==> config.mk <==
export PLATFORM = sky130hd
export DESIGN_NAME = memory_stage
export DESIGN_NICKNAME = d
export VERILOG_FILES = /design/src/verilog/cpu16_pkg.sv /design/src/verilog/memory_stage.sv
export VERILOG_INCLUDE_DIRS = /design/src /design/src/include
export SDC_FILE = /design/constraint.sdc
export NUM_CORES = 2
export LEC_CHECK = 0
export ABC_CLOCK_PERIOD_IN_PS = 12500
export BUFFER_PORTS_ARGS = -buffer_cell sky130_fd_sc_hd__buf_2
export CORE_ASPECT_RATIO = 1.5
export CORE_MARGIN = 2
export CORE_UTILIZATION = 41
export CTS_BUF_LIST = sky130_fd_sc_hd__clkbuf_4 sky130_fd_sc_hd__clkbuf_8 sky130_fd_sc_hd__clkbuf_16
export CTS_CLUSTER_DIAMETER = 120
export DETAILED_ROUTE_END_ITERATION = 16
export PLACE_DENSITY = 0.54
export SYNTH_ARGS = -nofsm -noshare
export SYNTH_HDL_FRONTEND = slang
export SYNTH_SLANG_ARGS = --single-unit
==> constraint.sdc <==
create_clock -name clk -period 12.5 [get_ports clk]
set_input_delay 3.75 -clock clk [delete_from_list [all_inputs] [get_ports clk]]
set_output_delay 3.75 -clock clk [all_outputs]
set_load 0.1 [all_outputs]
==> src/include/cpu16_config.svh <==
`ifndef CPU16_CONFIG_SVH
`define CPU16_CONFIG_SVH

// datapath and instruction word width
`define CPU16_XLEN 16

// architectural registers r0..r15
`define CPU16_NREGS 16

// memory depths in 16-bit words
`define CPU16_IMEM_DEPTH 256
`define CPU16_DMEM_DEPTH 256

// APB byte address, bit 0 not decoded
`define CPU16_APB_AW 10

`endif

==> src/verilog/cpu16_pkg.sv <==
package cpu16_pkg;

  // opcode field, instruction bits 15..12
  typedef enum logic [3:0] {
    OP_NOP  = 4'h0,
    OP_ADD  = 4'h1,
    OP_SUB  = 4'h2,
    OP_AND  = 4'h3,
    OP_ORR  = 4'h4,
    OP_XOR  = 4'h5,
    OP_MOVI = 4'h6,
    OP_ADDI = 4'h7,
    OP_LSL  = 4'h8,
    OP_LSR  = 4'h9,
    OP_ASR  = 4'ha,
    OP_LDR  = 4'hb,
    OP_STR  = 4'hc,
    OP_CMP  = 4'hd,
    OP_BCC  = 4'he,
    OP_HLT  = 4'hf
  } opcode_e;

  // nine operations, so the field needs four bits
  typedef enum logic [3:0] {
    ALU_ADD,
    ALU_SUB,
    ALU_AND,
    ALU_ORR,
    ALU_XOR,
    ALU_PASS_B,
    ALU_LSL,
    ALU_LSR,
    ALU_ASR
  } alu_op_e;

  typedef enum logic [1:0] {
    WB_ALU = 2'd0,
    WB_MEM = 2'd1
  } wb_sel_e;

  // branch condition, bits 11..8 of BCC
  typedef enum logic [3:0] {
    COND_AL = 4'h0,
    COND_EQ = 4'h1,
    COND_NE = 4'h2,
    COND_LT = 4'h3,
    COND_GE = 4'h4,
    COND_CS = 4'h5,
    COND_CC = 4'h6
  } cond_e;

endpackage

==> src/verilog/memory_stage.sv <==
`include "cpu16_config.svh"

module memory_stage (
  input  logic                            clk,
  input  logic                            rst,
  input  logic [`CPU16_XLEN-1:0]          ex_mem_result,
  input  logic [`CPU16_XLEN-1:0]          ex_mem_store_data,
  input  logic [$clog2(`CPU16_NREGS)-1:0] ex_mem_rd,
  input  logic                            ex_mem_reg_we,
  input  logic                            ex_mem_mem_we,
  input  cpu16_pkg::wb_sel_e              ex_mem_wb_sel,
  output logic                            wb_valid,
  output logic [$clog2(`CPU16_NREGS)-1:0] wb_addr,
  output logic [`CPU16_XLEN-1:0]          wb_data
);

  import cpu16_pkg::*;

  localparam int DW = $clog2(`CPU16_DMEM_DEPTH);

  logic [`CPU16_XLEN-1:0] dmem [`CPU16_DMEM_DEPTH];
  logic [`CPU16_XLEN-1:0] load_data;
  logic [DW-1:0]          dmem_idx;

  // address wraps on the low bits
  assign dmem_idx  = ex_mem_result[DW-1:0];
  assign load_data = dmem[dmem_idx];

  always_ff @(posedge clk) begin
    if (ex_mem_mem_we) begin
      dmem[dmem_idx] <= ex_mem_store_data;
    end
  end

  // MEM/WB, also the write-back trace
  always_ff @(posedge clk) begin
    if (rst) begin
      wb_valid <= 1'b0;
    end else begin
      wb_valid <= ex_mem_reg_we;
    end
  end

  always_ff @(posedge clk) begin
    wb_addr <= ex_mem_rd;
    wb_data <= (ex_mem_wb_sel == WB_MEM) ? load_data : ex_mem_result;
  end

endmodule

==> flow_results.xml <==
<?xml version="1.0" encoding="UTF-8"?>
<metrics>
  <group name="route">
    <metric name="drt-initial-drc-count" unit="">9563</metric>
    <metric name="route.vias.total" unit="">77100</metric>
    <metric name="drc_errors" unit="">0</metric>
    <metric name="drt-vias-per-instance" unit="">6.02</metric>
    <metric name="finalWirelength" unit="µm">474000</metric>
    <metric name="first_pass_iters" unit="">6</metric>
    <metric name="ant_nets" unit="">0</metric>
    <metric name="drt-wirelength-per-cell" unit="µm">37.0</metric>
  </group>
  <group name="sta">
    <metric name="final_critical_path_setup_slack" unit="ns">4.66</metric>
    <metric name="period_minus_slack" unit="ns">7.84</metric>
    <metric name="max_freq" unit="GHz">0.128</metric>
    <metric name="fin_worst_hold_slack" unit="ns">0.952</metric>
    <metric name="report.final.setup_viol" unit="">0</metric>
    <metric name="min_period_over_period" unit="">0.627</metric>
    <metric name="max_slew_margin" unit="">-0.0155</metric>
    <metric name="finalSetupTns" unit="ns">0</metric>
    <metric name="skew_final" unit="ns">0.0647</metric>
    <metric name="final_slew_violations" unit="">2</metric>
    <metric name="setup_repair_after_global_routing_missed_its_margin" unit="">no</metric>
    <metric name="worst-slew-pin-transition" unit="ns">1.52</metric>
    <metric name="final_hold_viol_count" unit="">0</metric>
  </group>
  <group name="critical_path">
    <metric name="criticalPathCategory" unit="">input port to register</metric>
    <metric name="timing.critical_path.slowest_stage_cell" unit="">sky130_fd_sc_hd__nor2_1</metric>
    <metric name="maximum_single_stage_delay_on_the_critical_path" unit="ns">1.17</metric>
    <metric name="biggest_fanout_along_the_worst_timing_path" unit="">54</metric>
    <metric name="critical_path.cell_chain" unit="">buf_8 -&gt; inv_8 -&gt; nor2_1 -&gt; nand3_2 -&gt; buf_4 -&gt; nor2_1 -&gt; buf_4</metric>
    <metric name="cp-end-kind" unit="">register</metric>
    <metric name="crit-reg2reg-launch" unit="">dmem[123][7]$_DFFE_PP_</metric>
    <metric name="critPathLaunch" unit="">ex_mem_result[1]</metric>
    <metric name="cp.required" unit="ns">13.14</metric>
    <metric name="crit_path_start_kind" unit="">input port</metric>
    <metric name="critPathArrivalTime" unit="ns">8.48</metric>
  </group>
  <group name="logic_synthesis">
    <metric name="combinational_family_with_the_most_area_after_synthesis" unit="">multiplexers</metric>
    <metric name="yosysSeqAreaShare" unit="">0.780</metric>
    <metric name="synth-adder-area-share" unit="">0</metric>
    <metric name="postSynthAreaPerCell" unit="µm²">22.5</metric>
    <metric name="synth-simple-area-share" unit="">0.0163</metric>
    <metric name="synth_top_flop_cell" unit="">sky130_fd_sc_hd__edfxtp_1</metric>
    <metric name="postSynthNetCount" unit="">7078</metric>
    <metric name="yosys_warnings" unit="">0</metric>
    <metric name="synth.mux.area_fraction" unit="">0.165</metric>
    <metric name="synth_edf_count" unit="">4096</metric>
    <metric name="synth-xor-area-share" unit="">0</metric>
    <metric name="synth.lib_cells_used.distinct" unit="">63</metric>
    <metric name="synth_async_sr_flop_share" unit="">0</metric>
    <metric name="synth_seq_cells" unit="">4117</metric>
    <metric name="synthesis.area" unit="mm²">0.158</metric>
    <metric name="syn_inst" unit="">7036</metric>
    <metric name="synth-compound-area-share" unit="">0.0242</metric>
  </group>
  <group name="outcome">
    <metric name="outcome" unit="">finished with violations</metric>
    <metric name="violations_in_the_final_reports" unit="">capacitance limit, slew limit</metric>
  </group>
  <group name="die">
    <metric name="die_w" unit="µm">511</metric>
    <metric name="initial_utilization" unit="">0.411</metric>
    <metric name="die_h" unit="µm">765</metric>
    <metric name="pin_count" unit="">63</metric>
    <metric name="die_area" unit="mm²">0.391</metric>
    <metric name="placementRows" unit="">279</metric>
    <metric name="placeableCoreArea" unit="mm²">0.385</metric>
  </group>
  <group name="cts">
    <metric name="cts_htree_levels" unit="">5</metric>
    <metric name="post_cts_resize_count" unit="">0</metric>
    <metric name="tritoncts_num_sinks" unit="">4117</metric>
    <metric name="clk_pin_slew_worst_paths" unit="ns">0.06</metric>
    <metric name="cts-hold-fix-buffers" unit="">0</metric>
    <metric name="clk_latency" unit="ns">0.96</metric>
    <metric name="clockBufferDepth" unit="">4</metric>
    <metric name="number_of_buffers_added_for_setup_after_cts" unit="">0</metric>
    <metric name="ctsRootBufferMaster" unit="">sky130_fd_sc_hd__clkbuf_16</metric>
    <metric name="tritoncts.num_buffers" unit="">386</metric>
    <metric name="clock_tree_from_tritoncts" unit="">yes</metric>
  </group>
  <group name="global_routing">
    <metric name="use_met2" unit="">0.414</metric>
    <metric name="globalRouteMet1Util" unit="">0.309</metric>
    <metric name="global_route.peak_usage_layer" unit="">met2</metric>
    <metric name="wire_length_of_the_first_global_routing_pass" unit="µm">653000</metric>
    <metric name="number_of_global_route_vias_before_repair" unit="">78100</metric>
    <metric name="grt_remaining_overflow" unit="">0</metric>
    <metric name="grt_usage" unit="">0.240</metric>
    <metric name="antenna_found_initial" unit="">36</metric>
    <metric name="groute.layer.met3.usage" unit="">0.0356</metric>
    <metric name="pin_count_of_the_biggest_net_entering_global_routing" unit="">161</metric>
  </group>
  <group name="pwr">
    <metric name="power.leakage" unit="nW">55.7</metric>
    <metric name="power_density" unit="mW/mm²">161</metric>
    <metric name="vdd_ir_drop_max" unit="V">0.000110</metric>
  </group>
  <group name="final_layout">
    <metric name="flow.area_growth_from_synthesis" unit="%">13.3</metric>
    <metric name="post_route_cells_drive_above_1_share" unit="">0.299</metric>
    <metric name="num-nets-final" unit="">7468</metric>
  </group>
  <group name="placement">
    <metric name="buffer_ports.inserted" unit="">62</metric>
    <metric name="dpl.hpwl" unit="µm">289000</metric>
    <metric name="pre_cts_ws" unit="ns">3.70</metric>
    <metric name="gp_congestion" unit="">0.851</metric>
  </group>
  <group name="run">
    <metric name="cap_viol_max_count" unit="">1</metric>
  </group>
  <group name="worst_hold_path">
    <metric name="min-delay-path-class" unit="">register to register</metric>
    <metric name="hold_start" unit="">dmem[73][15]$_DFFE_PP_</metric>
  </group>
</metrics>
-- worst max-delay path, delay by kind of cell --
kind | cells | cell delay (ns)
simple gates | 3 | 2.83
buf+inv | 4 | 1.60
-- final timing paths --
kind                                        endpoint  slack [ns]  cells after the start
worst max-delay path            dmem[6][4]$_DFFE_PP_        4.66                      7
worst min-delay path             wb_data[15]$_DFF_P_        0.95                      5
worst max register to register    wb_data[7]$_DFF_P_        9.16                      7
worst min register to register   wb_data[15]$_DFF_P_        0.95                      5
-- through the flow --
step | power [mW] | utilization | instance area, µm² | instances
after floorplan | 16.3 | - | 158000 | 7036
final | 29.0 | 0.466 | 179000 | 12800
after detailed placement | 17.1 | 0.433 | 166000 | 12100
after global placement | 17.1 | 0.433 | 166000 | 12100
after CTS | 29.1 | 0.466 | 179000 | 12800
after global routing | 29.7 | 0.466 | 179000 | 12800
-- state kept, by name, summed over array words and instances, names as in the netlist --
register and count:
dmem 4096, wb_addr 4, wb_data 16, wb_valid 1
-- layer usage --
layer	vias to the layer above	wire (µm)
met2	3281	241000
met4	14	20100
li1	30700	-
met3	717	32100
met5	-	92
met1	42400	180000
-- cell type report --
type / instances / area (µm²)
antenna: 20 / 50.0
clock buffer: 457 / 10300
clock inverter: 233 / 2580
fill: 31700 / 205000
inverter: 3 / 18.8
multi-input combinational: 2501 / 33300
sequential: 4117 / 123000
tap: 5058 / 6330
timing repair buffer: 417 / 3420
-- where the power goes --
part | leakage, nW | internal, mW | switching (mW)
combinational | 12.3 | 0.465 | 1.07
clock | 6.37 | 6.99 | 5.19
sequential | 37.0 | 15.2 | 0.0229
-- cell families (layout without fill, tap and decap cells) --
| family | after synthesis | after routing |
|---|---|---|
| buffers and inverters | 418 | 1110 |
| AO/OA/AOI/OAI | 563 | 563 |
| other | 0 | 20 |
| multiplexers | 1362 | 1362 |
| AND/OR/NAND/NOR | 576 | 576 |
| flip-flops | 4117 | 4117 |
-- cell usage after synthesis (all sizes together), types with 38 or more instances --
library cell  count  share of area
buf             275          0.012
nor3             46         0.0015
nand3            46         0.0015
mux2             47         0.0033
nor2            275         0.0065
a211oi           38         0.0018
nand2            99         0.0023
mux2i           328          0.021
clkbuf          140         0.0033
o22ai            67         0.0026
a21oi            96         0.0030
a22oi           131         0.0062
o21ai            87         0.0028
mux4            987           0.14
edfxtp         4096           0.78
-- cells in the final DEF, fill, tap and decap left out, types with 37 or more instances in the layout --
| cell type | n |
|---|---|
| sky130_fd_sc_hd__mux4_2 | 987 |
| sky130_fd_sc_hd__nor2_2 | 168 |
| sky130_fd_sc_hd__buf_4 | 335 |
| sky130_fd_sc_hd__a21oi_1 | 96 |
| sky130_fd_sc_hd__clkinv_2 | 62 |
| sky130_fd_sc_hd__clkbuf_4 | 64 |
| sky130_fd_sc_hd__nand2_1 | 98 |
| sky130_fd_sc_hd__mux2_2 | 47 |
| sky130_fd_sc_hd__edfxtp_1 | 4096 |
| sky130_fd_sc_hd__bufinv_16 | 53 |
| sky130_fd_sc_hd__a211oi_1 | 37 |
| sky130_fd_sc_hd__mux2i_1 | 328 |
| sky130_fd_sc_hd__clkinv_1 | 81 |
| sky130_fd_sc_hd__o21ai_0 | 83 |
| sky130_fd_sc_hd__o22ai_1 | 67 |
| sky130_fd_sc_hd__nor2_1 | 104 |
| sky130_fd_sc_hd__buf_2 | 41 |
| sky130_fd_sc_hd__clkbuf_16 | 393 |
| sky130_fd_sc_hd__a22oi_1 | 131 |
(Power assumes the default switching activity.)
