[src/include/cpu16_config.svh]
`ifndef CPU16_CONFIG_SVH
`define CPU16_CONFIG_SVH

// datapath and instruction word width
`define CPU16_XLEN 16

// architectural registers r0..r15
`define CPU16_NREGS 16

// memory depths in 16-bit words
`define CPU16_IMEM_DEPTH 256
`define CPU16_DMEM_DEPTH 256

// APB byte address, bit 0 not decoded
`define CPU16_APB_AW 10

`endif

[src/verilog/cpu16_pkg.sv]
package cpu16_pkg;

  // opcode field, instruction bits 15..12
  typedef enum logic [3:0] {
    OP_NOP  = 4'h0,
    OP_ADD  = 4'h1,
    OP_SUB  = 4'h2,
    OP_AND  = 4'h3,
    OP_ORR  = 4'h4,
    OP_XOR  = 4'h5,
    OP_MOVI = 4'h6,
    OP_ADDI = 4'h7,
    OP_LSL  = 4'h8,
    OP_LSR  = 4'h9,
    OP_ASR  = 4'ha,
    OP_LDR  = 4'hb,
    OP_STR  = 4'hc,
    OP_CMP  = 4'hd,
    OP_BCC  = 4'he,
    OP_HLT  = 4'hf
  } opcode_e;

  // nine operations, so the field needs four bits
  typedef enum logic [3:0] {
    ALU_ADD,
    ALU_SUB,
    ALU_AND,
    ALU_ORR,
    ALU_XOR,
    ALU_PASS_B,
    ALU_LSL,
    ALU_LSR,
    ALU_ASR
  } alu_op_e;

  typedef enum logic [1:0] {
    WB_ALU = 2'd0,
    WB_MEM = 2'd1
  } wb_sel_e;

  // branch condition, bits 11..8 of BCC
  typedef enum logic [3:0] {
    COND_AL = 4'h0,
    COND_EQ = 4'h1,
    COND_NE = 4'h2,
    COND_LT = 4'h3,
    COND_GE = 4'h4,
    COND_CS = 4'h5,
    COND_CC = 4'h6
  } cond_e;

endpackage

[src/verilog/pc_manager.sv]
`include "cpu16_config.svh"

module pc_manager (
  input  logic                   clk,
  input  logic                   rst,
  input  logic [`CPU16_XLEN-1:0] fetch_instr,
  input  logic                   branch_taken,
  input  logic [`CPU16_XLEN-1:0] branch_target,
  input  logic                   hlt_seen,
  output logic [`CPU16_XLEN-1:0] fetch_addr,
  output logic [`CPU16_XLEN-1:0] ifid_instr,
  output logic [`CPU16_XLEN-1:0] ifid_pc,
  output logic                   halted
);

  import cpu16_pkg::*;

  localparam int X = `CPU16_XLEN;

  logic [X-1:0] pc;

  assign fetch_addr = pc;

  // word addressed pc, halt freezes it
  always_ff @(posedge clk) begin
    if (rst) begin
      pc     <= '0;
      halted <= 1'b0;
    end else if (hlt_seen) begin
      halted <= 1'b1;
    end else if (branch_taken) begin
      pc <= branch_target;
    end else begin
      pc <= pc + 1'b1;
    end
  end

  // IF/ID; the word fetched behind HLT is dropped
  always_ff @(posedge clk) begin
    if (rst) begin
      ifid_instr <= {OP_NOP, {(X-4){1'b0}}};
    end else if (hlt_seen) begin
      ifid_instr <= {OP_HLT, {(X-4){1'b0}}};
    end else begin
      ifid_instr <= fetch_instr;
    end
  end

  always_ff @(posedge clk) begin
    if (!hlt_seen) begin
      ifid_pc <= pc;
    end
  end

  // decode never raises both for the same instruction
  a_branch_xor_halt: assert property (
    @(posedge clk) disable iff (rst) !(branch_taken && hlt_seen)
  );

endmodule

[config.mk]
export PLATFORM = sky130hd
export DESIGN_NAME = pc_manager
export DESIGN_NICKNAME = d
export VERILOG_FILES = /design/src/verilog/cpu16_pkg.sv /design/src/verilog/pc_manager.sv
export VERILOG_INCLUDE_DIRS = /design/src /design/src/include
export SDC_FILE = /design/constraint.sdc
export NUM_CORES = 1
export LEC_CHECK = 0
export BUFFER_PORTS_ARGS = -buffer_cell sky130_fd_sc_hd__buf_2
export CAP_MARGIN = 20
export CORE_UTILIZATION = 46
export DETAILED_ROUTE_END_ITERATION = 7
export MAX_ROUTING_LAYER = met4
export PLACE_DENSITY_LB_ADDON = 0.12
export SYNTH_ARGS = -nofsm -noshare
export SYNTH_HDL_FRONTEND = slang
export SYNTH_SLANG_ARGS = --single-unit
[constraint.sdc]
create_clock -name clk -period 2.1 [get_ports clk]
set_input_delay 0.42 -clock clk [delete_from_list [all_inputs] [get_ports clk]]
set_output_delay 0.42 -clock clk [all_outputs]
set_load 0.02 [all_outputs]
==> run metrics, run 1 <==
ys async rst share 0%; Final Hold Fails 0; num ports 85; final-stage net count ~310; setup TNS 0 ns; CTS buffer count 5; Syn Inst Count roughly 190; Final Cell Area 2530 um2; PortBufs between 80 and 90; Die Area roughly 4500 um2; PD cells 757 nW/um2; Filler cells roughly 360; Peak VDD IR approximately 0.48 mV; syn nets approximately 230; delay-heaviest family, CP simple AND/OR/NAND/NOR gates; first-pass GRT wire length roughly 6500 um; CTS max path bufs 2; clock sinks 49; Clock transition at path regs 0.09 ns; Final Skew approximately 0.01 ns; worst path required time 2.33 ns; Post-Syn Area per Cell about 10 um2; DR vias roughly 1700; Slowest-stage cell, CP or4_1; # setup viols final 0; crit path launch type flip-flop; RSZ-0062 raised after global routing false; FF-to-FF End fetch_addr[15]$_SDFFE_PP0N_; vias per cell 5.21; reg2reg path depth 4; Min Clock Period, post-route about 1.9 ns; PostCTS Resize Cnt 0; CP peak stage delay roughly 0.55 ns; hold path depth 2; Main synth FF type dfxtp_1; Tcrit/Tclk final roughly 89%; gp weighted congestion 0.878; status finished, final reports clean; CP Cell Sequence nand4_2, or4_1, or3_1, a31oi_1; Die Span Y 67.1 um; Yosys Warn Count 0; leading cell type in the layout, fill and taps excluded buf_2; largest net degree at the start of global routing 22; drt first pass iters 5; flops & latches, synth between 40 and 50; n_diodes 0; initial DRC count 125; Worst R2R Setup Slack between 0.2 and 0.25 ns; wire length per cell roughly 13 um; HP Start fetch_instr[11]; Std-Cell Rows 23; All-Layer GR Usage about 20%; drt drc 0; Routed Antenna Nets 0; sequential area share after synthesis 58.5%; post-synthesis cell type count 35; Crit path buffers/inverters 0; Post-CTS Setup Bufs 0; worst relative slew slack between 70% and 80%; Initial Util approximately half; width of the chip 67.1 um; grt ovf 0; leakage power between 1 and 1.5 nW; synthesized area just under 2000 um2; crit path max fanout 9; worst hold-check path type in -> reg; initial antenna violation count 0; drt total wl between 4000 and 5000 um; Post-synth EDFFs 16; core area 4030 um2; reg2reg start fetch_addr[2]$_SDFFE_PP0N_; pins over their slew limit 0; crit path capture type flip-flop; clk root buf clkbuf_8; register area between 1000 and 1500 um2; Placement Cell Area about 2400 um2; Worst-Margin Slew roughly 0.42 ns; most frequent cells in the layout 84 x buf_2, 33 x dfxtp_1, 24 x nor2_1; Crit. Startpoint fetch_addr[2]$_SDFFE_PP0N_; CTS tree done; FMAX ~0.53 GHz; WS Path Type reg -> reg; multi-input logic area about 740 um2; max-cap viol count 0; DPL Wire Length slightly above 3000 um; layout cells sized above 1 36.5%; hold buffers post-CTS 0; worst-skew pair later-pin latency ~0.30 ns; worst hold path endpoint ifid_instr[11]$_SDFF_PP0_; hold slack between 0.3 and 0.4 ns; Worst EP arrival approximately 2.1 ns; area grow syn2layout 29.8%; vias in the first global route approximately 1400; H-tree levels 2
## where the power goes
part	switching (W)	leakage (nW)	internal [W]
Combinational	0.000159	0.640	0.000104
Clock	0.000310	0.0512	0.000267
Sequential	0.0000416	0.436	0.00103
Total	0.000510	1.13	0.00141
## registers in the layout (all words and copies together), names as in the netlist
signal	cells
halted	1
fetch_addr	16
ifid_pc	16
ifid_instr	16
## cells in the mapped netlist (all sizes together) (5+ instances only)
master	n	area, um2
a22oi	7	52.6
mux2i	6	60.1
nor2b	5	31.3
nor3	5	25.0
a21oi	10	50.1
edfxtp	16	480
nand2	12	45.0
dfxtp	33	661
a31oi	5	31.3
nor2	24	90.1
o21ai	6	30.0
nand3	5	25.0
and2	12	75.1
inv	5	18.8
clkbuf	7	26.3
## per-stage QoR
| stage | worst slack, ns | power (W) | cells | utilization [%] |
|---|---|---|---|---|
| 2_1_floorplan | 0.313 | 0.00125 | 189 | - |
| 3_3_place_gp | 0.341 | 0.00136 | 319 | 60.4 |
| 3_5_place_dp | 0.255 | 0.00136 | 319 | 60.4 |
| 4_1_cts | 0.245 | 0.00194 | 327 | 62.8 |
| 5_1_grt | 0.149 | 0.00200 | 327 | 62.8 |
| 6_report | 0.230 | 0.00192 | 327 | 62.8 |
## area by class of cell
| cell class | instances | share of cell area, % |
|---|---|---|
| repair buffers | 90 | 18.4 |
| well taps | 50 | 2.47 |
| flip-flops and latches | 49 | 45.1 |
| multi-input cells | 124 | 29.4 |
| clock buffers | 6 | 3.26 |
| inverters | 6 | 0.890 |
| clock inverters | 2 | 0.544 |
## per-layer routing
metal,GRT usage [%],up-vias,wire length (um)
met5,-,-,0
met2,31.4,70,2120
met3,3.60,9,241
li1,-,847,-
met4,10.4,0,76
met1,24.5,779,1880
## worst max-delay path by stage
stage | slack [ns] | end | cells past startpoint
2_1_floorplan | 0.31 | fetch_addr[15]$_SDFFE_PP0N_ | 4
3_3_place_gp | 0.34 | fetch_addr[13]$_SDFFE_PP0N_ | 4
3_5_place_dp | 0.26 | fetch_addr[15]$_SDFFE_PP0N_ | 4
4_1_cts | 0.24 | fetch_addr[15]$_SDFFE_PP0N_ | 4
5_1_grt | 0.15 | fetch_addr[15]$_SDFFE_PP0N_ | 4
6_report | 0.23 | fetch_addr[15]$_SDFFE_PP0N_ | 4
## cells by family (layout without fill, tap and decap cells)
group / count (synthesis) / after routing / share of synthesized area (%)
fa+ha+maj: 1 / 1 / 0.641
buf+inv: 16 / 104 / 3.40
mux: 6 / 6 / 3.08
flops: 49 / 49 / 58.5
compound gates: 40 / 40 / 13.6
simple gates: 77 / 77 / 20.8
Power figures use the tool's default switching activity.
==> inputs of run 2 (changes only) <==
Settings changed: CORE_UTILIZATION 46 to 52, CTS_BUF_LIST set to sky130_fd_sc_hd__clkbuf_4.
Clock period 2.1 ns to 2.3 ns, I/O delays scaled along.
==> run 2 against run 1 <==
Compared with the run above:
- via count rose by 2.4%
- count of clock-buffer cells in the layout down 1
- non-clock buffer count stayed put
- critical path depth is 1 higher
- final cell count decreased by 1.2%
- total power shrank 16%
- routed wire length down 3.0%
- setup slack improved by 0.21 ns
- critical path type unchanged
- critical endpoint is now fetch_addr[14]$_SDFFE_PP0N_
- largest cell class unchanged
==> run metrics, run 2 (synthesis gave the netlist of run 1 again) <==
pins over their slew limit 0 (unchanged); Final Skew 0.0177 ns (+0.00764 ns); Seq pwr share 60.7% (+4.5 points); PostCTS Resize Cnt 0 (unchanged); status finished, final reports clean; DR vias 1746 (+2.4%); Tcrit/Tclk final 80.8% (-8.2 points); Worst R2R Setup Slack 0.44 ns (+0.21 ns); Critical Path Sink fetch_addr[14]$_SDFFE_PP0N_; num ports 85 (unchanged); overall power 0.00162 W (-16%); WL met2 2010 um (-5.0%); hold buffers post-CTS 0 (unchanged); sw frac 28.3% (+1.6 points); clock power share 24.5% (-5.6 points); DPL Wire Length 2930 um (-4.3%); FMAX 0.538 GHz (+0.62%); Peak VDD IR 0.457 mV (-4.7%); logic gate share of total power 14.8% (+1.1 points); setup TNS 0 ns (unchanged); leakage power 1.11 nW (-1.5%); first-pass GRT wire length 6910 um (+6.7%); top layer in use met4; Finished Layout Cells 323 (-1.2%); delay-heaviest family, CP simple AND/OR/NAND/NOR gates; vias per cell 5.41 (+3.7%); Worst EP arrival 2.12 ns (+0.02 ns); worst path required time 2.56 ns (+0.23 ns); Worst-Margin Slew 0.554 ns (+0.130 ns); CTS buffer count 5 (unchanged); clk root buf clkbuf_4; worst hold-check path type in -> reg; FF-to-FF End fetch_addr[14]$_SDFFE_PP0N_; Slowest-stage cell, CP dfxtp_1; CP peak stage delay 0.50 ns (-0.05 ns); hold slack 0.268 ns (-0.0476 ns); Final Util 71.8% (+9.0 points); H-tree levels 2 (unchanged); placed insts 315 (-1.3%); grt ovf 0 (unchanged); initial DRC count 80 (-36%); # setup viols final 0 (unchanged); RSZ-0062 raised after global routing false; drt drc 0 (unchanged); All-Layer GR Usage 22.6% (+2.6 points); reg2reg start fetch_addr[0]$_SDFFE_PP0N_; CTS max path bufs 2 (unchanged); Min Clock Period, post-route 1.86 ns (-0.0116 ns); crit path launch type flip-flop; worst relative slew slack 63.0% (-8.6 points); final-stage net count 313 (unchanged); crit path max fanout 8 (-1); drt total wl 4190 um (-3.0%); Clock transition at path regs 0.15 ns (+0.06 ns); drt first pass iters 4 (-1); PortBufs 84 (unchanged); layout cells sized above 1 36.5% (unchanged); worst-skew pair later-pin latency 0.37 ns (+0.07 ns); P_int 0.00116 W (-17%); Crit. Startpoint fetch_addr[0]$_SDFFE_PP0N_; most frequent cells in the layout 84 x buf_2, 33 x dfxtp_1, 24 x nor2_1; Post-CTS Setup Bufs 0 (unchanged); vias in the first global route 1565 (+9.2%); initial antenna violation count 0 (unchanged); core area 3470 um2 (-14%); wire length per cell 13.0 um (-1.8%); Final Hold Fails 0 (unchanged); Stages on worst setup path 5 (+1); WL met1 1860 um (-1.2%); Die Span Y 63.2 um (-5.8%); multi-input logic area 743 um2 (unchanged); leading cell type in the layout, fill and taps excluded buf_2; largest net degree at the start of global routing 21 (-4.5%); clock sinks 49 (unchanged); PD cells 650 nW/um2 (-14%); Die Area 4000 um2 (-11%); switching pwr 0.000458 W (-10%); CP Cell Sequence ha_1, nand3_1, nor4_1, mux2i_1, a21oi_1; crit path capture type flip-flop; reg2reg path depth 5 (+1); WL met3 263 um (+9.1%); max-cap viol count 0 (unchanged); Routed Antenna Nets 0 (unchanged); Initial Util 56.2% (+7.8 points); n_diodes 0 (unchanged); gp weighted congestion 0.890 (+1.3%); Filler cells 295 (-17%); Std-Cell Rows 21 (-8.7%); Crit path buffers/inverters 0 (unchanged); register area 1140 um2 (unchanged); CTS tree done; WS Path Type reg -> reg; width of the chip 63.2 um (-5.8%); area grow syn2layout 27.6%
==> run 2: cell count changes in the layout (fill, tap and decap cells not counted), sizes merged <==
cell,before,now
clkbuf,6,5
clkinv,3,4
==> run 2: layout make-up <==
class	count	area share, %
clock buffer	5	1.51
multi-input combinational	124	29.8
clock inverter	3	0.905
sequential	49	45.8
tap	46	2.31
inverter	6	0.905
timing repair buffer	90	18.7
==> run 2: worst min path at each step <==
stage                                   start                        end  slack (ns)  cells past startpoint
after global routing          fetch_instr[11]  ifid_instr[11]$_SDFF_PP0_        0.26                      2
after detailed placement  halted$_SDFFE_PP0P_        halted$_SDFFE_PP0P_        0.45                      2
final                         fetch_instr[11]  ifid_instr[11]$_SDFF_PP0_        0.27                      2
after global placement    halted$_SDFFE_PP0P_        halted$_SDFFE_PP0P_        0.44                      2
after CTS                     fetch_instr[11]  ifid_instr[11]$_SDFF_PP0_        0.26                      2
after floorplan           halted$_SDFFE_PP0P_        halted$_SDFFE_PP0P_        0.54                      2
==> run 2: power by group through the flow <==
stage / sequential (W) / combinational [W] / clock (W)
3_3_place_gp: 0.000999 / 0.000239 / 0
4_1_cts: 0.000983 / 0.000241 / 0.000405
3_5_place_dp: 0.00100 / 0.000239 / 0
2_1_floorplan: 0.00106 / 0.0000799 / 0
5_1_grt: 0.000991 / 0.000260 / 0.000443
6_report: 0.000983 / 0.000239 / 0.000396
==> run 2: metrics by stage <==
| stage | setup WS (ns) | instance area, um2 |
|---|---|---|
| 3_3_place_gp | 0.561 | 2430 |
| 3_5_place_dp | 0.500 | 2430 |
| 2_1_floorplan | 0.513 | 1950 |
| 6_report | 0.442 | 2490 |
| 5_1_grt | 0.322 | 2490 |
| 4_1_cts | 0.443 | 2490 |
==> run 2: per-layer routing <==
layer / vias up / track usage [%]
li1: 852 / -
met5: - / -
met1: 820 / 27.9
met2: 68 / 36.7
met4: 0 / 6.82
met3: 6 / 5.62
==> run 2: worst reg2reg max path, delay by kind of cell, from the launching register on <==
| family | cells | cell delay [ns] |
|---|---|---|
| and+or+nand+nor | 2 | 0.70 |
| DFF | 1 | 0.50 |
| adders and majority gates | 1 | 0.27 |
| muxes | 1 | 0.22 |
| AOI/OAI and AO/OA | 1 | 0.07 |
