==> src/include/cpu16_config.svh <==
`ifndef CPU16_CONFIG_SVH
`define CPU16_CONFIG_SVH

// datapath and instruction word width
`define CPU16_XLEN 16

// architectural registers r0..r15
`define CPU16_NREGS 16

// memory depths in 16-bit words
`define CPU16_IMEM_DEPTH 256
`define CPU16_DMEM_DEPTH 256

// APB byte address, bit 0 not decoded
`define CPU16_APB_AW 10

`endif

==> src/verilog/cpu16_pkg.sv <==
package cpu16_pkg;

  // opcode field, instruction bits 15..12
  typedef enum logic [3:0] {
    OP_NOP  = 4'h0,
    OP_ADD  = 4'h1,
    OP_SUB  = 4'h2,
    OP_AND  = 4'h3,
    OP_ORR  = 4'h4,
    OP_XOR  = 4'h5,
    OP_MOVI = 4'h6,
    OP_ADDI = 4'h7,
    OP_LSL  = 4'h8,
    OP_LSR  = 4'h9,
    OP_ASR  = 4'ha,
    OP_LDR  = 4'hb,
    OP_STR  = 4'hc,
    OP_CMP  = 4'hd,
    OP_BCC  = 4'he,
    OP_HLT  = 4'hf
  } opcode_e;

  // nine operations, so the field needs four bits
  typedef enum logic [3:0] {
    ALU_ADD,
    ALU_SUB,
    ALU_AND,
    ALU_ORR,
    ALU_XOR,
    ALU_PASS_B,
    ALU_LSL,
    ALU_LSR,
    ALU_ASR
  } alu_op_e;

  typedef enum logic [1:0] {
    WB_ALU = 2'd0,
    WB_MEM = 2'd1
  } wb_sel_e;

  // branch condition, bits 11..8 of BCC
  typedef enum logic [3:0] {
    COND_AL = 4'h0,
    COND_EQ = 4'h1,
    COND_NE = 4'h2,
    COND_LT = 4'h3,
    COND_GE = 4'h4,
    COND_CS = 4'h5,
    COND_CC = 4'h6
  } cond_e;

endpackage

==> src/verilog/decode_stage.sv <==
`include "cpu16_config.svh"

module decode_stage (
  input  logic                            clk,
  input  logic                            rst,
  input  logic [`CPU16_XLEN-1:0]          ifid_instr,
  input  logic [`CPU16_XLEN-1:0]          ifid_pc,
  input  logic [3:0]                      ex_flags,
  input  logic                            wb_valid,
  input  logic [$clog2(`CPU16_NREGS)-1:0] wb_addr,
  input  logic [`CPU16_XLEN-1:0]          wb_data,
  output logic                            branch_taken,
  output logic [`CPU16_XLEN-1:0]          branch_target,
  output logic                            hlt_seen,
  output cpu16_pkg::alu_op_e              idex_alu_op,
  output cpu16_pkg::wb_sel_e              idex_wb_sel,
  output logic [$clog2(`CPU16_NREGS)-1:0] idex_rd,
  output logic [$clog2(`CPU16_NREGS)-1:0] idex_rs_addr,
  output logic [$clog2(`CPU16_NREGS)-1:0] idex_rd_addr,
  output logic [`CPU16_XLEN-1:0]          idex_a,
  output logic [`CPU16_XLEN-1:0]          idex_b,
  output logic [`CPU16_XLEN-1:0]          idex_imm,
  output logic                            idex_use_imm,
  output logic                            idex_reg_we,
  output logic                            idex_mem_we,
  output logic                            idex_set_flags
);

  import cpu16_pkg::*;

  localparam int X  = `CPU16_XLEN;
  localparam int RW = $clog2(`CPU16_NREGS);

  opcode_e       op;
  cond_e         cond;
  logic [RW-1:0] rd_f;
  logic [RW-1:0] rs_f;
  logic [RW-1:0] raddr1;
  logic [RW-1:0] raddr2;
  logic [X-1:0]  rdata1;
  logic [X-1:0]  rdata2;
  logic [X-1:0]  imm;
  logic [X-1:0]  imm8_z;
  logic [X-1:0]  imm4_z;
  alu_op_e       alu_op;
  wb_sel_e       wb_sel;
  logic          use_imm;
  logic          reg_we;
  logic          mem_we;
  logic          set_flags;
  logic          cond_ok;
  logic          flag_n;
  logic          flag_z;
  logic          flag_c;
  logic          flag_v;

  assign op     = opcode_e'(ifid_instr[15:12]);
  assign cond   = cond_e'(ifid_instr[11:8]);
  assign rd_f   = ifid_instr[11:8];
  assign rs_f   = ifid_instr[7:4];
  assign imm8_z = {{(X-8){1'b0}}, ifid_instr[7:0]};
  assign imm4_z = {{(X-4){1'b0}}, ifid_instr[3:0]};

  assign {flag_n, flag_z, flag_c, flag_v} = ex_flags;

  ////////////////////////////////////////////////////////////////////////////
  // branch and halt, resolved here with one delay slot
  ////////////////////////////////////////////////////////////////////////////

  always_comb begin
    case (cond)
      COND_AL: cond_ok = 1'b1;
      COND_EQ: cond_ok = flag_z;
      COND_NE: cond_ok = !flag_z;
      COND_LT: cond_ok = (flag_n != flag_v);
      COND_GE: cond_ok = (flag_n == flag_v);
      COND_CS: cond_ok = flag_c;
      COND_CC: cond_ok = !flag_c;
      default: cond_ok = 1'b0;
    endcase
  end

  assign branch_taken  = (op == OP_BCC) && cond_ok;
  assign branch_target = ifid_pc + {{(X-8){ifid_instr[7]}}, ifid_instr[7:0]};
  assign hlt_seen      = (op == OP_HLT);

  ////////////////////////////////////////////////////////////////////////////
  // controls; port 1 feeds operand a, port 2 operand b or store data
  ////////////////////////////////////////////////////////////////////////////

  always_comb begin
    alu_op    = ALU_ADD;
    wb_sel    = WB_ALU;
    use_imm   = 1'b0;
    reg_we    = 1'b0;
    mem_we    = 1'b0;
    set_flags = 1'b0;
    imm       = imm8_z;
    raddr1    = rd_f;
    raddr2    = rs_f;
    case (op)
      OP_ADD, OP_SUB: begin
        alu_op    = (op == OP_SUB) ? ALU_SUB : ALU_ADD;
        reg_we    = 1'b1;
        set_flags = 1'b1;
      end
      OP_AND, OP_ORR, OP_XOR: begin
        alu_op = (op == OP_AND) ? ALU_AND : (op == OP_ORR) ? ALU_ORR : ALU_XOR;
        reg_we = 1'b1;
      end
      OP_MOVI, OP_ADDI: begin
        alu_op  = (op == OP_MOVI) ? ALU_PASS_B : ALU_ADD;
        use_imm = 1'b1;
        reg_we  = 1'b1;
      end
      OP_LSL, OP_LSR, OP_ASR: begin
        alu_op  = (op == OP_LSL) ? ALU_LSL : (op == OP_LSR) ? ALU_LSR : ALU_ASR;
        raddr1  = rs_f;
        imm     = imm4_z;
        use_imm = 1'b1;
        reg_we  = 1'b1;
      end
      OP_LDR: begin
        raddr1  = rs_f;
        imm     = imm4_z;
        use_imm = 1'b1;
        reg_we  = 1'b1;
        wb_sel  = WB_MEM;
      end
      OP_STR: begin
        raddr1  = rs_f;
        raddr2  = rd_f;
        imm     = imm4_z;
        use_imm = 1'b1;
        mem_we  = 1'b1;
      end
      OP_CMP: begin
        alu_op    = ALU_SUB;
        set_flags = 1'b1;
      end
      // NOP, BCC and HLT leave the datapath idle
      default: ;
    endcase
  end

  register_file register_file (
    .clk    (clk),
    .rst    (rst),
    .we     (wb_valid),
    .waddr  (wb_addr),
    .wdata  (wb_data),
    .raddr1 (raddr1),
    .raddr2 (raddr2),
    .rdata1 (rdata1),
    .rdata2 (rdata2)
  );

  // ID/EX
  always_ff @(posedge clk) begin
    if (rst) begin
      idex_reg_we    <= 1'b0;
      idex_mem_we    <= 1'b0;
      idex_set_flags <= 1'b0;
    end else begin
      idex_reg_we    <= reg_we;
      idex_mem_we    <= mem_we;
      idex_set_flags <= set_flags;
    end
  end

  always_ff @(posedge clk) begin
    idex_alu_op  <= alu_op;
    idex_wb_sel  <= wb_sel;
    idex_rd      <= rd_f;
    idex_rd_addr <= raddr1;
    idex_rs_addr <= raddr2;
    idex_a       <= rdata1;
    idex_b       <= rdata2;
    idex_imm     <= imm;
    idex_use_imm <= use_imm;
  end

endmodule

==> src/verilog/register_file.sv <==
`include "cpu16_config.svh"

module register_file (
  input  logic                            clk,
  input  logic                            rst,
  input  logic                            we,
  input  logic [$clog2(`CPU16_NREGS)-1:0] waddr,
  input  logic [`CPU16_XLEN-1:0]          wdata,
  input  logic [$clog2(`CPU16_NREGS)-1:0] raddr1,
  input  logic [$clog2(`CPU16_NREGS)-1:0] raddr2,
  output logic [`CPU16_XLEN-1:0]          rdata1,
  output logic [`CPU16_XLEN-1:0]          rdata2
);

  logic [`CPU16_XLEN-1:0] regs [`CPU16_NREGS];

  always_ff @(posedge clk) begin
    if (rst) begin
      for (int i = 0; i < `CPU16_NREGS; i++) begin
        regs[i] <= '0;
      end
    end else if (we) begin
      regs[waddr] <= wdata;
    end
  end

  // write-before-read, covers distance three
  assign rdata1 = (we && (waddr == raddr1)) ? wdata : regs[raddr1];
  assign rdata2 = (we && (waddr == raddr2)) ? wdata : regs[raddr2];

endmodule
==> config.mk <==
export PLATFORM = sky130hd
export DESIGN_NAME = decode_stage
export DESIGN_NICKNAME = d
export VERILOG_FILES = /design/src/verilog/cpu16_pkg.sv /design/src/verilog/decode_stage.sv /design/src/verilog/register_file.sv
export VERILOG_INCLUDE_DIRS = /design/src /design/src/include
export SDC_FILE = /design/constraint.sdc
export NUM_CORES = 1
export LEC_CHECK = 0
export BUFFER_PORTS_ARGS = -buffer_cell sky130_fd_sc_hd__clkbuf_2
export CAP_MARGIN = 20
export CORE_ASPECT_RATIO = 1.5
export CORE_MARGIN = 4
export CORE_UTILIZATION = 27
export CTS_CLUSTER_DIAMETER = 100
export DETAILED_ROUTE_END_ITERATION = 8
export PLACE_DENSITY = 0.4
export SYNTH_ARGS = -nofsm -noshare
export SYNTH_HDL_FRONTEND = slang
export SYNTH_SLANG_ARGS = --single-unit
==> constraint.sdc <==
create_clock -name clk -period 2.6 [get_ports clk]
set_clock_uncertainty 0.05 [all_clocks]
set_input_delay 0.52 -clock clk [delete_from_list [all_inputs] [get_ports clk]]
set_output_delay 0.52 -clock clk [all_outputs]
set_load 0.01 [all_outputs]
==> out/results.ini, run 1 <==
[synthesis]
ys.flop_type = edfxtp_1
yosys.area.top_type_share_pct = 45.8
synth_top_area_cell = edfxtp_1
synth_area_leaders = edfxtp_1 46%, mux2i_1 11%, and2_1 9.8%
yosysSeqAreaShare_pct = 53.1
yosys_warnings = 0
synth_most_common_cell = and2_1
synthDistinctLibCells = 56
synthArstFlopShare_pct = 0
syn_area_um2 = 16800
syn_inst = 1299
synth_top_cells_by_count = 263 x and2_1, 256 x edfxtp_1, 190 x mux2i_1
synth_edf_count = 256
ys_ff_latch = 317
synth_area_per_cell_um2 = 12.9

[floorplan]
die_x_um = 211
die_y_um = 313
dieArea_um2 = 66200
rows = 111
start_util_pct = 27.3
num_io_pins = 147
fp.coreArea_um2 = 61400

[clock_network]
cts_root_buf = clkbuf_16
clk_latency_ns = 0.53
cts.clk_slew.worst_paths_ns = 0.06
cts_max_level = 2
cts_buffers = 36
cts_tree = done
cts_buffer_depth = 3
cts_sinks = 317

[grt]
grtUsageTotal_pct = 17.2
grt_pass1_wl_mm = 84.4
grt_pass1_vias = 12361
antenna_found_initial = 0
grt_max_degree = 33
grt-ovfl-total = 0

[timing]
finalCritPeriodShare_pct = 110
min_period_ns = 2.85
drv_slew = 0
setup_viol = 7
whs_ns = 0.0545
tightest_slew_ns = 0.807
rsz0062_at_grt = true
slew_headroom_pct = 45.9
setup_slack_ns = -0.252
max_freq_mhz = 351
setup-tns-final_ns = -0.922
finalHoldViolCount = 0

[detailed_routing]
viasPerCell = 4.77
drc = 0
antenna_left = 0
drtIter0Drc = 467
drt-wirelength-per-cell_um = 24.1
wirelength_mm = 57.7
via_count = 11419
dr.pass1.iters = 5

[min_path]
whs_path_depth = 1
hold_start = ifid_instr[0]
hold_path_end = idex_imm[0]
hp-class = input port to flop

[place]
port_buffers = 137
gp_congestion = 0.773
place_area_um2 = 20100
dp_cells = 2318
pre_cts_slack_ns = -0.402
post-dp-hpwl_mm = 40.9

[setup_path]
worstSetupPathType = input port to output pin
cp_max_fo = 2
cp-end-kind = output pin
cp.required_ns = 2.03
worst_r2r_startpoint = register_file.regs[9][14]
r2r_setup_slack_ns = 1.06
cp.arrival_ns = 2.28
reg2regPathDepth = 6
reg2reg_to = idex_a[14]
start_kind = input port

[cells_and_area]
final_area_um2 = 21600
post-route-util_pct = 35.1
fin_nets = 1650
drive_gt1_share_pct = 34.7
area_delta_synth_final_pct = 28.6
antenna_cells = 0
fin_cells = 2392

[outcome]
status = complete, but fails checks
violations = setup timing

[power_and_ir_drop]
power_density_nw_per_um2 = 651
vdd_drop_max_uv = 415
p_leak_nw = 8.57
total_power_mw = 14.0

[job]
maxCapViolations = 0

routing by layer:
metal  track usage (%)  vias up  share of wire [%]
met5                 0        -                  0
met4              4.26        0                2.3
met3              2.10       75                3.3
met2              32.2      246                 54
met1              20.7     5712                 41
li1                  -     5386                  -
cells in the final DEF, fill, tap and decap left out, drive strengths merged, types with 3 or more instances in the layout:
cell type / synthesis / layout
a21o: 6 / 6
a21oi: 9 / 9
a221oi: 32 / 32
a22oi: 32 / 32
and2: 263 / 263
buf: 43 / 214
clkbuf: 65 / 169
clkinv: 0 / 14
clkinvlp: 0 / 3
conb: 1 / 9
dfxtp: 61 / 61
edfxtp: 256 / 256
ha: 15 / 15
inv: 5 / 5
mux2: 64 / 64
mux2i: 193 / 193
mux4: 34 / 34
nand2: 22 / 22
nand2b: 14 / 14
nand4: 3 / 3
nor2: 57 / 57
nor2b: 5 / 5
nor3: 4 / 4
o211ai: 9 / 9
o21a: 5 / 5
o21ai: 4 / 4
o221ai: 32 / 32
or2: 17 / 17
or3: 4 / 4
xnor2: 14 / 14
xor2: 8 / 8
flip-flops by register name, indices dropped and copies added (netlist names):
name,count
idex_b,16
idex_mem_we,1
idex_reg_we,1
register_file.regs,256
idex_a,16
idex_rs_addr,4
idex_set_flags,1
idex_wb_sel,1
idex_imm,8
idex_rd,4
idex_alu_op,4
idex_rd_addr,4
idex_use_imm,1
timing repair:
item                                    4_1_cts  5_1_grt
resized for setup                            27       21
pin swaps                                    13       14
endpoints found under the setup margin        9       10
hold buffers                                  0        0
buffers inserted                              7        4
cloned                                        0        0
how the worst max path moves through the flow:
stage / from / end
final: ifid_instr[0] / branch_target[14]
after global routing: ifid_instr[0] / branch_target[14]
after CTS: ifid_instr[0] / branch_target[14]
after detailed placement: ifid_instr[12] / idex_b[3]
after global placement: ifid_instr[12] / idex_b[1]
after floorplan: ifid_instr[0] / branch_target[14]
kinds of logic (layout without fill, tap and decap cells):
kind of cell	after synthesis	in the layout	synth area share, %
fa+ha+maj	16	16	1.24
xor+xnor	22	22	1.15
flops	317	317	53.1
compound gates	145	145	7.25
other cells	1	9	0.0224
simple gates	394	394	13.6
mux	291	291	20.5
buf+inv	113	407	3.14
power by group:
group          total [mW]  internal, mW  switching (mW)
Sequential           6.04          5.85           0.189
Clock                5.22          3.06            2.16
Combinational        2.78          1.34            1.44
critical path: stages:
cell and delay, ns:
buf_8 0.10, ha_4 0.15, fa_2 0.34, a21o_1 0.18, a21oi_2 0.15, o21ai_2 0.09, a32o_2 0.26, o211ai_1 0.21
xnor2_1 0.14, buf_2 0.15
cell type report:
| cell class | instances | area (um^2) |
|---|---|---|
| sequential | 317 | 8910 |
| timing repair buffer | 338 | 2880 |
| clock inverter | 19 | 143 |
| tap | 791 | 990 |
| fill | 6015 | 39800 |
| multi-input combinational | 877 | 7580 |
| inverter | 5 | 18.8 |
| clock buffer | 45 | 1050 |
Power figures use the tool's default switching activity.
==> inputs of run 2 (changes only) <==
--- a/config.mk
+++ b/config.mk
@@ -13,7 +13,9 @@
 export CORE_UTILIZATION = 27
 export CTS_CLUSTER_DIAMETER = 100
 export DETAILED_ROUTE_END_ITERATION = 8
+export GPL_ROUTABILITY_DRIVEN = 0
 export PLACE_DENSITY = 0.4
+export REMOVE_ABC_BUFFERS = 1
 export SYNTH_ARGS = -nofsm -noshare
 export SYNTH_HDL_FRONTEND = slang
 export SYNTH_SLANG_ARGS = --single-unit
==> out/results.ini, run 2 (synthesized netlist as in run 1, its figures left out) <==
[min_path]
hp-class = input port to flop
whs_path_depth = 1  ; unchanged
hold_start = ifid_instr[0]
hold_path_end = idex_imm[0]

[cells_and_area]
largest_reg_flops = 256  ; unchanged
nFillCells = 6095  ; +1.3%
drive_gt1_share_pct = 33.6  ; -1.0 points
top_regs = register_file.regs (256), idex_a (16), idex_b (16)
final_cell_mix = 263 x and2_1, 256 x edfxtp_1, 189 x mux2i_1
final_common_cell = and2_1
fin_nets = 1623  ; -1.6%
area_delta_synth_final_pct = 26.2
fin_cells = 2366  ; -1.1%
top_register = register_file.regs

[timing]
whs_ns = 0.0507  ; -0.00383 ns
finalCritPeriodShare_pct = 114  ; +4.0 points
slew_headroom_pct = 52.1  ; +6.1 points
tightest_slew_ns = 0.719  ; -0.0883 ns
finalHoldViolCount = 0  ; unchanged
setup_viol = 9  ; +2
max_freq_mhz = 338  ; -3.5%
min_period_ns = 2.96  ; +0.103 ns
drv_slew = 0  ; unchanged
rsz0062_at_grt = true
setup_slack_ns = -0.355  ; -0.103 ns

[power_and_ir_drop]
switching_share_pct = 27.3  ; +0.35 points
power_density_nw_per_um2 = 657  ; +0.93%
vdd_drop_max_uv = 492  ; +19%
switching_power_mw = 3.80  ; +0.29%
p_clk_share_pct = 37.2  ; about the same
internal_power_mw = 10.1  ; -1.5%
total_power_mw = 13.9  ; -1.0%
power_frac_comb_pct = 19.3  ; -0.5 points
seq_power_share_pct = 43.6  ; +0.6 points
p_leak_nw = 8.36  ; -2.4%

[clock_network]
cts_sinks = 317  ; unchanged
cts_tree = done
cts.clk_slew.worst_paths_ns = 0.06  ; about the same
cts_buffers = 37  ; +2.8%
cts_buffer_depth = 3  ; unchanged
clk_latency_ns = 0.53  ; about the same
cts_root_buf = clkbuf_16
cts_hold_buf = 0  ; unchanged
cts_max_level = 2  ; unchanged

[setup_path]
cp.arrival_ns = 2.39  ; +0.11 ns
crit_start = ifid_instr[0]
max_stage_delay_ns = 0.34  ; about the same
cp.required_ns = 2.03  ; about the same
start_kind = input port
crit_family = compound AO/OA/AOI/OAI gates
cp-end-kind = output pin
crit_slowest_cell = fa_2
reg2regPathDepth = 5  ; -1
cp_max_fo = 2  ; unchanged
crit_chain = buf_8 -> ha_4 -> fa_2 -> a21o_1 -> a21oi_2 -> o21ai_2 -> a32o_2 -> o211ai_1 -> xnor2_1 -> buf_2
r2r_setup_slack_ns = 1.07  ; about the same
reg2reg_to = idex_b[14]
critPathBufInv = 2  ; unchanged
worstSetupPathType = input port to output pin
worst_r2r_startpoint = register_file.regs[0][14]

[floorplan]
die_x_um = 211  ; unchanged
num_io_pins = 147  ; unchanged
fp.coreArea_um2 = 61400  ; unchanged
die_y_um = 313  ; unchanged
start_util_pct = 27.3  ; unchanged
dieArea_um2 = 66200  ; unchanged
rows = 111  ; unchanged

[detailed_routing]
highest_layer = met4
m1WireLength_mm = 23.4  ; about the same
wl_met2_mm = 30.6  ; -1.7%
antenna_left = 0  ; unchanged
wirelength_mm = 58.2  ; +0.80%
drtIter0Drc = 430  ; -7.9%
via_count = 11472  ; +0.46%
drt-wirelength-per-cell_um = 24.6  ; +1.9%
viasPerCell = 4.85  ; +1.6%
wl_met3_mm = 2.40  ; +26%
dr.pass1.iters = 5  ; unchanged
drc = 0  ; unchanged

[grt]
grt_pass1_vias = 12495  ; +1.1%
grt-ovfl-total = 0  ; unchanged
grtUsageTotal_pct = 17.3  ; +0.14 points
grt_max_degree = 31  ; -6.1%
grt_pass1_wl_mm = 84.9  ; +0.54%
antenna_found_initial = 1  ; +1

[outcome]
violations = setup timing
status = complete, but fails checks

[place]
port_buffers = 137  ; unchanged
dp_cells = 2293  ; -1.1%
post-dp-hpwl_mm = 40.0  ; -2.3%

[job]
maxCapViolations = 0  ; unchanged

==> run 2: changes by cell type in the layout (fill, tap and decap cells not counted), sizes merged <==
cell / delta
diode: +2
clkbuf: +4
bufinv: +1
inv: +2
clkinv: -6
buf: -29
==> run 2: routing by layer <==
| metal | vias up | GRT usage [%] |
|---|---|---|
| li1 | 5337 | - |
| met1 | 5790 | 20.4 |
| met2 | 260 | 31.8 |
| met3 | 85 | 2.92 |
| met4 | 0 | 5.55 |
| met5 | - | 0 |
==> run 2: power by group through the flow <==
stage	sequential, mW	combinational, mW	clock, mW
6_report	6.06	2.68	5.17
3_3_place_gp	6.17	2.62	0
3_5_place_dp	6.17	2.63	0
4_1_cts	6.06	2.69	5.32
2_1_floorplan	6.14	1.40	0
5_1_grt	6.09	2.88	5.50
==> run 2: through the flow <==
stage	TNS (ns)	instance area [um^2]	setup slack, ns	utilization, %
2_1_floorplan	-203.55	16300	-7.38	-
3_3_place_gp	-15.18	19700	-0.622	32.1
3_5_place_dp	-14.85	19700	-0.627	32.1
4_1_cts	-1.55	21100	-0.388	34.3
5_1_grt	-2.29	21200	-0.441	34.5
6_report	-1.37	21200	-0.355	34.5
==> run 2: cell type report <==
class	count	area [um^2]	area share [%]
sequential	317	8910	42.1
multi-input combinational	877	7580	35.8
timing repair buffer	310	2500	11.8
tap	791	990	4.68
clock buffer	48	988	4.67
clock inverter	16	168	0.792
inverter	5	18.8	0.0887
antenna	2	5.00	0.0237
==> run 2: worst max-delay path by stage <==
stage | end | slack (ns) | cells after the start
2_1_floorplan | idex_a[0] | -7.38 | 6
3_3_place_gp | branch_target[14] | -0.62 | 10
3_5_place_dp | branch_target[14] | -0.63 | 10
4_1_cts | branch_target[14] | -0.39 | 10
5_1_grt | branch_target[14] | -0.44 | 10
6_report | branch_target[14] | -0.36 | 10
==> run 2: repair_timing <==
| action | in CTS | in global routing |
|---|---|---|
| gates resized for setup | 28 | 24 |
| buffers inserted | 6 | 2 |
| gates cloned | 0 | 1 |
| endpoints found under the setup margin | 11 | 20 |
| pin swaps | 20 | 11 |
==> inputs of run 3 (changes only) <==
--- a/config.mk
+++ b/config.mk
@@ -15,6 +15,7 @@
 export DETAILED_ROUTE_END_ITERATION = 8
 export GPL_ROUTABILITY_DRIVEN = 0
 export PLACE_DENSITY = 0.4
+export RECOVER_POWER = 50
 export REMOVE_ABC_BUFFERS = 1
 export SYNTH_ARGS = -nofsm -noshare
 export SYNTH_HDL_FRONTEND = slang
==> out/results.ini, run 3 (synthesized netlist as in run 1, its figures left out) <==
[timing]
max_freq_mhz = 338  ; about the same
setup-tns-final_ns = -2.48  ; -1.11 ns
tightest_slew_ns = 1.23  ; +0.512 ns
slew_headroom_pct = 18.0  ; -34 points
rsz0062_at_grt = true
finalCritPeriodShare_pct = 114  ; about the same
finalHoldViolCount = 0  ; unchanged
drv_slew = 0  ; unchanged
setup_viol = 24  ; +15
setup_slack_ns = -0.355  ; +0.000370 ns
min_period_ns = 2.95  ; -0.000370 ns

[clock_network]
cts_root_buf = clkbuf_16
cts_buffers = 37  ; unchanged
cts_max_level = 2  ; unchanged
cts_tree = done
cts.clk_slew.worst_paths_ns = 0.06  ; about the same
cts_sinks = 317  ; unchanged
cts_buffer_depth = 3  ; unchanged
clk_latency_ns = 0.53  ; about the same

[cells_and_area]
largest_reg_flops = 256  ; unchanged
final_common_cell = edfxtp_1
top_register = register_file.regs
final_cell_mix = 256 x edfxtp_1, 189 x mux2i_1, 159 x and2_1
top_regs = register_file.regs (256), idex_a (16), idex_b (16)
multiInputGateArea_um2 = 7560  ; -0.26%
fin_nets = 1623  ; unchanged
final_area_um2 = 21000  ; -0.90%
seqCellArea_um2 = 8910  ; unchanged
nFillCells = 6145  ; +0.82%
drive_gt1_share_pct = 29.7  ; -3.9 points
area_delta_synth_final_pct = 25.0

[place]
pre_cts_slack_ns = -0.627  ; unchanged
post-dp-hpwl_mm = 40.0  ; unchanged
port_buffers = 137  ; unchanged
place_area_um2 = 19700  ; unchanged

[floorplan]
dieArea_um2 = 66200  ; unchanged
num_io_pins = 147  ; unchanged
start_util_pct = 27.3  ; unchanged
die_x_um = 211  ; unchanged
fp.coreArea_um2 = 61400  ; unchanged
rows = 111  ; unchanged
die_y_um = 313  ; unchanged

[power_and_ir_drop]
power_density_nw_per_um2 = 661  ; +0.61%
p_leak_nw = 8.05  ; -3.8%
total_power_mw = 13.9  ; -0.29%
vdd_drop_max_uv = 488  ; -0.80%

[setup_path]
start_kind = input port
cp.arrival_ns = 2.38  ; about the same
critPathBufInv = 2  ; unchanged
cp_max_fo = 2  ; unchanged
cp-end-kind = output pin
crit_chain = buf_8 -> ha_4 -> fa_2 -> a21o_1 -> a21oi_2 -> o21ai_2 -> a32o_2 -> o211ai_1 -> xnor2_1 -> buf_2
cp.required_ns = 2.03  ; about the same
worstSetupPathType = input port to output pin
max_stage_delay_ns = 0.34  ; about the same
crit_slowest_cell = fa_2
crit_family = compound AO/OA/AOI/OAI gates

[grt]
grt-ovfl-total = 0  ; unchanged
antenna_found_initial = 1  ; unchanged
grt_pass1_wl_mm = 84.9  ; unchanged
grt_max_degree = 31  ; unchanged
grt_pass1_vias = 12495  ; unchanged
grtUsageTotal_pct = 17.3  ; unchanged

[outcome]
status = complete, but fails checks
violations = setup timing

[detailed_routing]
antenna_left = 0  ; unchanged
drt-wirelength-per-cell_um = 24.6  ; +0.10%
drtIter0Drc = 428  ; -0.47%
wirelength_mm = 58.2  ; about the same
viasPerCell = 4.85  ; about the same
drc = 0  ; unchanged
dr.pass1.iters = 5  ; unchanged
via_count = 11459  ; -0.11%

[min_path]
hp-class = input port to flop

[job]
maxCapViolations = 0  ; unchanged

[run 3: cell count changes in the layout (fill, tap and decap cells not counted), sizes merged]
| cell | change |
|---|---|
| buf | -29 |
| clkbuf | +29 |
| diode | -1 |
[run 3: worst paths after layout]
path                                  start                 to  slack [ns]  cells past startpoint
setup reg to reg  register_file.regs[0][14]         idex_b[14]        1.08                      5
hold / removal                ifid_instr[0]        idex_imm[0]        0.05                      1
setup / recovery              ifid_instr[0]  branch_target[14]       -0.35                     10
hold reg to reg   register_file.regs[5][11]         idex_a[11]        0.79                      4
[run 3: where the power goes]
group	switching [mW]	total [mW]	internal [mW]
registers	0.199	6.06	5.86
logic	1.42	2.65	1.23
clock network	2.17	5.16	2.99
total	3.79	13.9	10.1
[run 3: repair_timing]
| action | in CTS | in global routing |
|---|---|---|
| hold buffers | 0 | 0 |
| setup endpoints to repair | 11 | 20 |
| resized for setup | 28 | 24 |
| pin swaps | 20 | 11 |
| setup buffers | 6 | 2 |
| gates cloned | 0 | 1 |
[run 3: cell type report]
class | count | area share (%)
sequential | 317 | 42.5
multi-input combinational | 877 | 36.0
timing repair buffer | 310 | 11.1
tap | 791 | 4.72
clock buffer | 48 | 4.71
clock inverter | 16 | 0.800
inverter | 5 | 0.0895
antenna | 1 | 0.0119
[run 3: stage by stage]
step	util (%)	instances	hold WS [ns]
6_report	34.2	2365	0.0520
5_1_grt	34.2	2364	0.0254
4_1_cts	34.3	2361	0.0406
3_5_place_dp	32.1	2293	0.604
3_3_place_gp	32.1	2293	0.594
2_1_floorplan	-	1199	0.498
[run 3: worst reg2reg max path, cell delays in order (launching register included)]
cell and delay, ns:
edfxtp_1 0.39, mux4_2 0.49, mux2i_1 0.14, buf_4 0.13
a221oi_2 0.06, buf_4 0.16
[run 3: per-layer routing]
layer  track usage (%)  vias to the layer above  share of wire (%)
met4              5.55                        0                3.2
met1              20.4                     5741                 40
met5                 0                        -                  0
li1                  -                     5324                  -
met3              2.92                       91                4.6
met2              31.8                      303                 52
